===== src/jag_host_pkg.sv =====
package jag_host_pkg;

	// ==================================================
	// host download link
	// ==================================================
	typedef struct packed {
		logic        download; // high for the whole transfer
		logic        wr;       // one word per pulse
		logic [7:0]  index;    // menu slot, low 6 bits compared
		logic [24:0] addr;     // byte address in the image
		logic [15:0] data;
	} ioctl_t;

	// download slots, bits 5..0 of index
	localparam logic [5:0] IDX_BIOS_A = 6'd0;
	localparam logic [5:0] IDX_CART   = 6'd1;
	localparam logic [5:0] IDX_BIOS_B = 6'd2; // bios from the menu entry

	// ==================================================
	// host sector access
	// ==================================================
	typedef struct packed {
		logic        rd;
		logic        wr;
		logic [31:0] lba;
	} sd_req_t;

	typedef struct packed {
		logic        ack;       // high while the host serves a sector
		logic [7:0]  buff_addr; // word inside the sector
		logic [15:0] buff_dout; // host to core
		logic        buff_wr;
	} sd_buf_t;

	localparam logic [31:0] BK_SECTORS = 32'd4; // one backup image

endpackage


===== src/jag_mem_pkg.sv =====
package jag_mem_pkg;

	// ==================================================
	// widths that carry a meaning
	// ==================================================
	typedef logic [28:0] ddr_addr_t;  // ext memory, 64-bit word address
	typedef logic [31:0] cart_addr_t; // loader byte address
	typedef logic [7:0]  byte_en_t;   // one bit per byte lane
	typedef logic [63:0] mem_word_t;
	typedef logic [16:0] bios_addr_t; // 128 KiB boot rom, byte wide
	typedef logic [9:0]  bram_addr_t; // 4 sectors of 256 words
	typedef logic [15:0] half_word_t;

	// ==================================================
	// memory map
	// ==================================================
	localparam cart_addr_t CART_BASE  = 32'h0080_0000; // cart window of the console
	localparam logic [6:0] DDR_REGION = 7'b0110000;    // console area in ext memory

	// checksum skip patch
	localparam bios_addr_t PATCH_ADDR = 17'h0136E; // beq after the cart checksum
	localparam logic [7:0] PATCH_BYTE = 8'h60;     // bra opcode

	// ext memory write port, one strobe per word
	typedef struct packed {
		logic      we;
		ddr_addr_t addr;
		byte_en_t  be;
		mem_word_t data;
	} mem_wr_t;

endpackage

===== src/cart_loader.sv =====
module cart_loader (
	input  logic                 clk_sys,
	input  logic                 reset,
	input  jag_host_pkg::ioctl_t host,
	input  logic                 mem_ack,
	output jag_mem_pkg::mem_wr_t mem_wr,
	output logic                 host_wait,
	output logic                 cart_loading
);

	logic                    cart_idx;
	logic                    old_download;
	logic                    loader_wr;   // write strobe, one cycle after host wr
	jag_mem_pkg::cart_addr_t loader_addr; // running byte address
	jag_mem_pkg::half_word_t word_q;
	jag_mem_pkg::half_word_t word_bs;
	jag_mem_pkg::byte_en_t   be;

	assign cart_idx = host.index[5:0] == jag_host_pkg::IDX_CART;

	always_ff @(posedge clk_sys) begin
		if (reset) begin
			old_download <= 1'b0;
			loader_wr    <= 1'b0;
			cart_loading <= 1'b0;
			loader_addr  <= jag_mem_pkg::CART_BASE;
		end else begin
			old_download <= host.download;
			loader_wr    <= host.wr & host.download & cart_idx;
			if (loader_wr)
				loader_addr <= loader_addr + 32'd2; // 16-bit word per strobe
			// start of a cart image, restart at the cart window
			if (!old_download && host.download && cart_idx) begin
				loader_addr  <= jag_mem_pkg::CART_BASE;
				cart_loading <= 1'b1;
			end
			if (old_download && !host.download)
				cart_loading <= 1'b0;
		end
	end

	// word captured at the host strobe
	always_ff @(posedge clk_sys) begin
		if (host.wr && cart_idx)
			word_q <= host.data;
	end

	// lane select from the word position inside the 64-bit word
	always_comb begin
		case (loader_addr[2:1])
			2'd0:    be = 8'b1100_0000;
			2'd1:    be = 8'b0011_0000;
			2'd2:    be = 8'b0000_1100;
			default: be = 8'b0000_0011;
		endcase
	end

	assign word_bs = {word_q[7:0], word_q[15:8]}; // image is byte swapped

	always_comb begin
		mem_wr.we   = loader_wr;
		mem_wr.addr = {1'b0, jag_mem_pkg::DDR_REGION, loader_addr[23:3]}; // top bit unused
		mem_wr.be   = be;
		mem_wr.data = {4{word_bs}}; // be picks the lane
	end

	assign host_wait = ~mem_ack; // hold the host until memory takes the word

	// strobes only inside a cart load window
	a_we_in_load: assert property (@(posedge clk_sys) disable iff (reset)
		mem_wr.we |-> cart_loading)
		else $error("cart write outside of a cart load");

endmodule


===== config.mk =====
export PLATFORM = sky130hd
export DESIGN_NAME = cart_loader
export DESIGN_NICKNAME = d
export VERILOG_FILES = /design/src/jag_host_pkg.sv /design/src/jag_mem_pkg.sv /design/src/cart_loader.sv
export SDC_FILE = /design/constraint.sdc
export NUM_CORES = 1
export LEC_CHECK = 0
export BUFFER_PORTS_ARGS = -buffer_cell sky130_fd_sc_hd__buf_2
export CELL_PAD_IN_SITES_DETAIL_PLACEMENT = 0
export CELL_PAD_IN_SITES_GLOBAL_PLACEMENT = 1
export CORE_MARGIN = 2
export CORE_UTILIZATION = 30
export CTS_BUF_LIST = sky130_fd_sc_hd__clkbuf_16
export CTS_CLUSTER_DIAMETER = 150
export DETAILED_ROUTE_END_ITERATION = 16
export PLACE_DENSITY_LB_ADDON = 0.1
export SLEW_MARGIN = 20
export SYNTH_ARGS = -nofsm -noshare
export SYNTH_HDL_FRONTEND = slang
export SYNTH_SLANG_ARGS = --single-unit

===== constraint.sdc =====
create_clock -name clk_sys -period 2.35 [get_ports clk_sys]
set_input_delay 0.5875 -clock clk_sys [delete_from_list [all_inputs] [get_ports clk_sys]]
set_output_delay 0.5875 -clock clk_sys [all_outputs]
set_load 0.01 [all_outputs]

==> metrics <==
status=complete, no violations; routability cong.=just under 0.7; critical path startpoint category=flip-flop; Routed WL=4960 µm; grt ovf=0; # port buffers=122; CP Max Fanout=6; Fin Clk Skew=between 2 and 3 ps; Syn-to-layout area delta=12.7%; Synth area leader=buf_4; Core Area=0.00773 mm²; Clock Tree Root=clkbuf_16; Crit Path Class=reg -> reg; CP top delay family=simple AND/OR/NAND/NOR gates; Vias/cell=about 4.3; largest net degree at the start of global routing=17; R2R depth=5; Setup Buffers After CTS=0; post-CTS resize count=0; Synth area leaders=buf_4 26%, dfxtp_1 22%, edfxtp_1 20%; first-pass GRT wire length=7430 µm; DRC viols=0; CTS Buf Count=5; register bit total from synthesis=42; crit path setup slack, layout=approximately 480 ps; Async SR Flop Fraction=0%; syn_area_per_cell=9.85 µm²; initial core utilization=a little under a third; Slew headroom=65.7%; top-count cell post-synth=buf_4; Arr. time, crit path=2080 ps; clock slew at reported path FFs=approximately 60 ps; layout cells sized above 1=47.6%; total of max-cap violations=0; die height=93.3 µm; Mapped Area=0.00239 mm²; Post-Synthesis Cells=243; DR iter-0 viols=24; # rows=32; synth unique cells=34; Max stage delay on crit path=between 400 and 500 ps; initial antenna violation count=0; Leak=between 0.001 and 0.0015 µW; Post-synth EDFFs=16; vias=1697; total track usage=10.9%; Pre-antenna DRT Iters=4; most frequent cells after synthesis=83 x buf_4, 26 x dfxtp_1, 16 x edfxtp_1, 13 x nor2_1, 11 x nand3_1; yosys warns=0; pwr/cell area=between 500 and 600 mW/mm²; Setup violations, final=0; width of the die=93.3 µm; Fin Hold WS=478 ps; TritonCTS clock tree=done; hold worst-path end=cart_loading; minimum clock period after layout=1870 ps; Detail Route Antenna Nets=0; Seq/Total Area, Yosys=41.8%; layout net count=roughly 350; CP max stage cell=dfxtp_1; crit-path cells=ha_1, and4_1, nand2_1, or4_1, a21oi_1; buffers plus inverters on the worst setup path=0; main flop type after synthesis=dfxtp_1; Sum Neg Setup Slack=0 ps; max-slew violations=0; RR Endpoint=loader_addr[19]; Wirelength per Cell=12.5 µm; pre-CTS setup slack=416 ps; TritonCTS Sinks=42; later-pin clock latency in the skew report=roughly 280 ps; RSZ-0062 raised after global routing=no; CTS hold repair buffers=0; I/O pin count=158; Worst VDD drop=around 0.00028 V; Hold Fails Final Rpt=0; reg2reg start=loader_addr[1]; fin crit share=79.7%; largest buffer count on any clock path=2; worst hold path type=reg -> reg; slew at the pin with the worst max-slew slack=508 ps; hold depth=2; worst reg-to-reg setup slack=480 ps; achievable frequency=~0.53 GHz; Worst Setup End Kind=flip-flop; number of global-route vias before repair=1447; Final HPWL DP=3810 µm; Total Die Area=roughly 0.0087 mm²; share of the synthesized area in the top cell type=around a quarter; Required @ worst endpoint=2560 ps; Ant. Diodes=0; H-Tree Depth=2; HP Start=cart_loading
-- cells in the final DEF, fill, tap and decap left out, drive strengths merged, types with 2 or more instances in the layout --
cell type,Yosys,layout
ha,5,5
xor2,8,8
o211ai,2,2
nor2,13,13
and2,4,4
nand4,4,4
nand3,11,11
buf,87,128
o21ai,6,6
clkbuf,2,5
inv,4,5
xnor2,3,3
o31ai,4,4
or3,4,4
edfxtp,16,16
nand2,11,11
and3,2,2
dfxtp,26,26
and4,7,7
nor4b,2,2
or4,6,6
a21oi,10,10
conb,2,8
-- worst max-delay path by stage --
| stage | from | end | depth (start not counted) |
|---|---|---|---|
| finish | loader_addr[1] | loader_addr[19] | 5 |
| global route | loader_addr[1] | loader_addr[11] | 5 |
| CTS | loader_addr[1] | loader_addr[11] | 5 |
| detailed placement | host[46] | loader_addr[17] | 5 |
| global placement | host[42] | word_q[3] | 5 |
| floorplan | host[42] | word_q[0] | 2 |
-- per-layer routing --
layer	vias to the layer above	part of all wire, %	track usage [%]
met5	-	0	0
met4	0	1.3	4.41
met3	6	8.3	2.98
met2	83	48	18.5
met1	761	43	13.1
li1	847	-	-
-- cells by family (layout without fill, tap and decap cells) --
| kind of cell | after synthesis | count (layout) | synth area share, % |
|---|---|---|---|
| xor gates and xnor gates | 11 | 11 | 4.03 |
| other | 2 | 8 | 0.314 |
| DFF | 42 | 42 | 41.8 |
| adders and majority gates | 5 | 5 | 2.61 |
| and+or+nand+nor | 66 | 66 | 16.7 |
| AOI/OAI and AO/OA | 23 | 23 | 5.54 |
| muxes | 1 | 1 | 0.418 |
| buffers and inverters | 93 | 140 | 28.6 |
-- final cells by class --
type,instances,area [µm²]
Clock inverter,3,41.3
Fill cell,815,5030
Sequential cell,42,1000
Multi-Input combinational cell,114,731
Clock buffer,5,125
Tap cell,102,128
Timing Repair Buffer,128,656
Inverter,4,15.0
-- worst reg2reg max path: stages, from the launching register on --
cell     delay (ps)
dfxtp_1         440
ha_1            250
and4_1          390
nand2_1         170
or4_1           420
a21oi_1         140
-- power breakdown --
part	switching [µW]	internal, µW
clock network	273	497
logic	29.9	25.8
registers	1.85	758
total	305	1280
-- state kept, by name (all words and copies together), names as in the netlist --
name	flops
cart_loading	1
loader_addr	23
loader_wr	1
old_download	1
word_q	16
-- metrics by stage --
stage / instances / cell area [µm²] / power, µW / utilization, %
finish: 398 / 2700 / 1590 / 34.9
CTS: 398 / 2700 / 1620 / 34.9
global route: 398 / 2700 / 1650 / 34.9
floorplan: 249 / 2420 / 814 / -
global placement: 390 / 2530 / 832 / 32.7
detailed placement: 390 / 2530 / 832 / 32.7
Power figures use the tool's default switching activity.
