==> src/jag_host_pkg.sv <==
package jag_host_pkg;

	// ==================================================
	// host download link
	// ==================================================
	typedef struct packed {
		logic        download; // high for the whole transfer
		logic        wr;       // one word per pulse
		logic [7:0]  index;    // menu slot, low 6 bits compared
		logic [24:0] addr;     // byte address in the image
		logic [15:0] data;
	} ioctl_t;

	// download slots, bits 5..0 of index
	localparam logic [5:0] IDX_BIOS_A = 6'd0;
	localparam logic [5:0] IDX_CART   = 6'd1;
	localparam logic [5:0] IDX_BIOS_B = 6'd2; // bios from the menu entry

	// ==================================================
	// host sector access
	// ==================================================
	typedef struct packed {
		logic        rd;
		logic        wr;
		logic [31:0] lba;
	} sd_req_t;

	typedef struct packed {
		logic        ack;       // high while the host serves a sector
		logic [7:0]  buff_addr; // word inside the sector
		logic [15:0] buff_dout; // host to core
		logic        buff_wr;
	} sd_buf_t;

	localparam logic [31:0] BK_SECTORS = 32'd4; // one backup image

endpackage

==> src/backup_sequencer.sv <==
module backup_sequencer (
	input  logic                  clk_sys,
	input  logic                  reset,
	input  jag_host_pkg::ioctl_t  host,
	input  logic                  sd_ack,
	input  logic                  img_mounted,
	input  logic                  img_readonly,
	input  logic                  osd_status,
	input  logic                  bk_load,
	input  logic                  bk_save,
	input  logic                  autosave,
	input  logic                  bram_wr,
	output jag_host_pkg::sd_req_t sd_req,
	output logic                  busy,
	output logic                  pending
);

	typedef enum logic {
		ST_IDLE,
		ST_XFER // four sectors in flight
	} bk_state_t;

	bk_state_t state;
	logic      cart_dl;
	logic      old_dl;
	logic      bk_ena;   // save file mounted and writable
	logic      loading;  // direction of the running transfer
	logic      auto_req; // menu closed with unsaved data
	logic      old_load;
	logic      old_save;
	logic      old_auto;
	logic      old_ack;
	logic      start;

	assign cart_dl  = host.download && host.index[5:0] == jag_host_pkg::IDX_CART;
	assign auto_req = pending & osd_status & autosave;
	assign start    = (bk_load & ~old_load) | (bk_save & ~old_save) | (auto_req & ~old_auto);
	assign busy     = state == ST_XFER;

	always_ff @(posedge clk_sys) begin
		if (reset) begin
			state      <= ST_IDLE;
			loading    <= 1'b0;
			bk_ena     <= 1'b0;
			pending    <= 1'b0;
			sd_req.rd  <= 1'b0;
			sd_req.wr  <= 1'b0;
			sd_req.lba <= '0;
			old_dl     <= 1'b0;
			old_load   <= 1'b0;
			old_save   <= 1'b0;
			old_auto   <= 1'b0;
			old_ack    <= 1'b0;
		end else begin
			old_dl   <= cart_dl;
			old_load <= bk_load;
			old_save <= bk_save;
			old_auto <= auto_req;
			old_ack  <= sd_ack;

			// save file comes mounted during the cart download
			if (!old_dl && cart_dl)
				bk_ena <= 1'b0;
			if (cart_dl && img_mounted && !img_readonly)
				bk_ena <= 1'b1;

			if (bk_ena && !osd_status && bram_wr)
				pending <= 1'b1;
			else if (busy)
				pending <= 1'b0;

			// host took the request
			if (!old_ack && sd_ack) begin
				sd_req.rd <= 1'b0;
				sd_req.wr <= 1'b0;
			end

			case (state)
				ST_IDLE: begin
					if (bk_ena && start) begin
						state      <= ST_XFER;
						loading    <= bk_load & ~old_load; // load wins a tie
						sd_req.lba <= '0;
						sd_req.rd  <= bk_load & ~old_load;
						sd_req.wr  <= ~(bk_load & ~old_load);
					end
					// end of cart download pulls in its save
					if (bk_ena && old_dl && !cart_dl) begin
						state      <= ST_XFER;
						loading    <= 1'b1;
						sd_req.lba <= '0;
						sd_req.rd  <= 1'b1;
						sd_req.wr  <= 1'b0;
					end
				end
				ST_XFER: begin
					if (old_ack && !sd_ack) begin // sector done
						if (sd_req.lba == jag_host_pkg::BK_SECTORS - 32'd1) begin
							state      <= ST_IDLE;
							loading    <= 1'b0;
							sd_req.lba <= '0;
						end else begin
							sd_req.lba <= sd_req.lba + 32'd1;
							sd_req.rd  <= loading;
							sd_req.wr  <= ~loading;
						end
					end
				end
				default: state <= ST_IDLE;
			endcase
		end
	end

	// requests only inside a transfer and in its direction
	a_req_in_xfer: assert property (@(posedge clk_sys) disable iff (reset)
		(sd_req.rd || sd_req.wr) |-> busy && loading == sd_req.rd && sd_req.rd != sd_req.wr)
		else $error("sector request outside a transfer or with rd and wr together");

endmodule

==> config.mk <==
export PLATFORM = sky130hd
export DESIGN_NAME = backup_sequencer
export DESIGN_NICKNAME = d
export VERILOG_FILES = /design/src/jag_host_pkg.sv /design/src/backup_sequencer.sv
export SDC_FILE = /design/constraint.sdc
export NUM_CORES = 1
export LEC_CHECK = 0
export BUFFER_PORTS_ARGS = -buffer_cell sky130_fd_sc_hd__buf_2
export CAP_MARGIN = 10
export CORE_AREA = 2 2 91 75
export DETAILED_ROUTE_END_ITERATION = 16
export DIE_AREA = 0 0 93 77
export PLACE_DENSITY = 0.69
export RECOVER_POWER = 50
export SLEW_MARGIN = 10
export SYNTH_ARGS = -nofsm -noshare
export SYNTH_HDL_FRONTEND = slang
export SYNTH_SLANG_ARGS = --single-unit
==> constraint.sdc <==
create_clock -name clk_sys -period 2.1 [get_ports clk_sys]
set_input_delay 0.525 -clock clk_sys [delete_from_list [all_inputs] [get_ports clk_sys]]
set_output_delay 0.525 -clock clk_sys [all_outputs]
set_load 0.01 [all_outputs]
==> metrics.txt <==
max_slew headroom=0.599; via count=about 2600; WS Path Type=in2reg; post-synth top area cell=dfxtp_1; placed inst area=0.00301 sq mm; Hold Crit Class=in2reg; Crit-path slowest cell=or4b_4; Design Area, Final=~0.0031 sq mm; Syn Inst Count=between 200 and 300; slack of the critical path=0.0615 ns; Net count, final=426; layout cells sized above 1=0.260; Crit. End Element=register; Synth area leaders=dfxtp_1 35%, a311oi_1 6.5%, a21oi_1 4.5%, nand3_1 3.7%, nand2_1 3.6%; CP Max Fanout=18; P_int=0.00123 W; Yosys reg bits=between 40 and 50; DR iter-0 viols=174; Mean Syn Cell Area=8.43 sq um; post-synth cell types=56; total die area=0.00716 sq mm; RSZ-0062 raised after global routing=no; Final HPWL DP=5020 um; CTS tree=built; worst-margin pin slew=0.599 ns; EDFF count, synth=0; vias in the first global route=2220; sequential share of power=0.528; Yosys Warn Count=0; TritonRoute pass-1 iters=4; crit share post-route=0.971; root buf cell=clkbuf_8; Antenna Diode Count=0; Comb pwr share=0.036; vias per inst=5.82; Max clock buf depth=2; clock slew at reported path FFs=about 0.08 ns; Post-Route M1 WL=3280 um; Clock Power Share=0.436; gpl congestion=a little over 0.8; total grt overflow=0; WL met2=3230 um; # Post-CTS Setup Buffers=0; Net Count, Synth=between 300 and 400; DRT antenna net count=0; Post-synth ARST share=0; leakage power=approximately 1.1 nW; worst slack, placed=-0.254 ns; H-tree depth=2; largest net degree at the start of global routing=41; initial antenna violation count=0; Area growth, synth to finish=29.4%; drc violations=0; CORE AREA=0.00625 sq mm; Hold Fails Final Rpt=0; initial core utilization=0.389; final core occ=0.503; Switching Share=0.209; final max-slew violation count=0; gr usage total=0.190; routed wire length per instance=15.4 um; peak supply drop=a little under 300 uV; Routed WL=6940 um; IO Count=97; slowest cell delay on critical path=between 0.5 and 0.6 ns; Seq/Total Area, Yosys=0.354; clk_skew=0.00594 ns; Site Rows=26; die height=around 77 um; synthesized area=0.00243 sq mm; die width=93 um; Reg2Reg Depth=5; synth cell count leaders=43 x dfxtp_1, 23 x nand2_1, 22 x a21oi_1, 18 x a311oi_1, 18 x nand3_1; number of port buffers=between 50 and 60; CTS buffer count=5; Worst Path Required=2.30 ns; Final setup viols=0; critical path cell sequence=buf_2, or4b_4, o41a_4, nor2_4, a21oi_4, a311oi_1; switching power=0.000324 W; Synth Flop Type=dfxtp_1; pwr dens=between 400 and 500 mW/mm^2; global-route wire length before repair=10900 um; worst hold slack=0.450 ns; post-synth top area share=0.354; Hold Path Depth=2; worst-skew pair later-pin latency=~0.29 ns; Fmax=between 0.4 and 0.5 GHz; Overall Power=0.00155 W; Sinks on Clock Net=43; crit start category=input port; Final Critical Period=~2.0 ns; met3 wire len=between 300 and 400 um; status=completed; top sig layer=met4; cell with the most instances after synthesis=dfxtp_1; max_cap viols=0; crit path DAT=approximately 2.2 ns
==> through the flow <==
stage,TNS (ns),std cells
2_1_floorplan,-1.02,288
3_5_place_dp,-6.53,441
6_report,0,449
4_1_cts,0,449
5_1_grt,0,449
3_3_place_gp,-5.50,441
==> power groups by stage <==
stage	Clock [W]	Combinational, W	Sequential (W)
2_1_floorplan	0	0.0000277	0.000838
3_3_place_gp	0	0.0000543	0.000838
3_5_place_dp	0	0.0000554	0.000838
4_1_cts	0.000691	0.0000556	0.000819
5_1_grt	0.000724	0.0000616	0.000820
6_report	0.000677	0.0000554	0.000819
==> cell families (layout without fill, tap and decap cells) <==
family / count (synthesis) / in the layout / share of synthesized area
fa+ha+maj: 1 / 1 / 0.00515
buf+inv: 26 / 103 / 0.0536
simple gates: 128 / 128 / 0.316
compound gates: 86 / 86 / 0.255
mux: 3 / 3 / 0.0124
xor+xnor: 1 / 1 / 0.00361
flops: 43 / 43 / 0.354
==> routing by layer <==
layer	vias up	track usage
li1	1280	-
met1	1263	0.275
met2	65	0.292
met3	4	0.0344
met4	0	0.0471
met5	-	0
==> path summary, 6_finish.rpt <==
check / from / end / slack (ns)
setup / recovery: host[43] / sd_req[10]$_SDFFE_PP0P_ / 0.06
hold reg to reg: pending$_SDFFE_PP0P_ / old_auto$_SDFF_PP0_ / 0.48
hold / removal: bk_save / old_save$_SDFF_PP0_ / 0.45
setup reg to reg: sd_req[11]$_SDFFE_PP0P_ / sd_req[22]$_SDFFE_PP0P_ / 0.13
==> sequential cells by signal (all words and copies together), names as in the netlist <==
signal and cells:
old_ack 1, busy 1, loading 1, old_dl 1
old_load 1, bk_ena 1, old_save 1, old_auto 1
sd_req 34, pending 1
==> layout make-up <==
cell class,instances,area (sq um)
flip-flops and latches,43,863
clock buffers,6,82.6
multi-input cells,219,1520
well taps,84,105
clock inverters,2,35.0
repair buffers,89,509
inverters,6,22.5
fillers,644,3100
==> cells in the final DEF (no fill, tap or decap), drive strengths merged, types with 2 or more instances in the layout <==
cell type / netlist / final
o32ai: 3 / 3
nor2: 16 / 16
and3: 8 / 8
a41oi: 7 / 7
nor2b: 7 / 7
nand3: 19 / 19
mux2i: 3 / 3
and4: 4 / 4
a211oi: 3 / 3
nand4: 8 / 8
a31oi: 6 / 6
nor4b: 2 / 2
nor3: 5 / 5
or4: 2 / 2
nor4: 10 / 10
nand2b: 10 / 10
inv: 6 / 6
dfxtp: 43 / 43
a221oi: 2 / 2
or3b: 4 / 4
o21ai: 13 / 13
clkbuf: 11 / 33
a311oi: 18 / 18
nand3b: 2 / 2
o31a: 2 / 2
o31ai: 3 / 3
nand2: 23 / 23
a21oi: 23 / 23
and2: 3 / 3
buf: 9 / 62
==> critical path, delay by kind of cell <==
kind	cells	cell delay (ns)
buffers and inverters	1	0.09
AND/OR/NAND/NOR	2	0.70
AO/OA/AOI/OAI	3	0.92
==> timing repair <==
item                                    in CTS  in global routing
hold buffers                                 0                  0
gates resized for setup                      0                 14
endpoints found under the setup margin       0                 20
(Power assumes the default switching activity.)
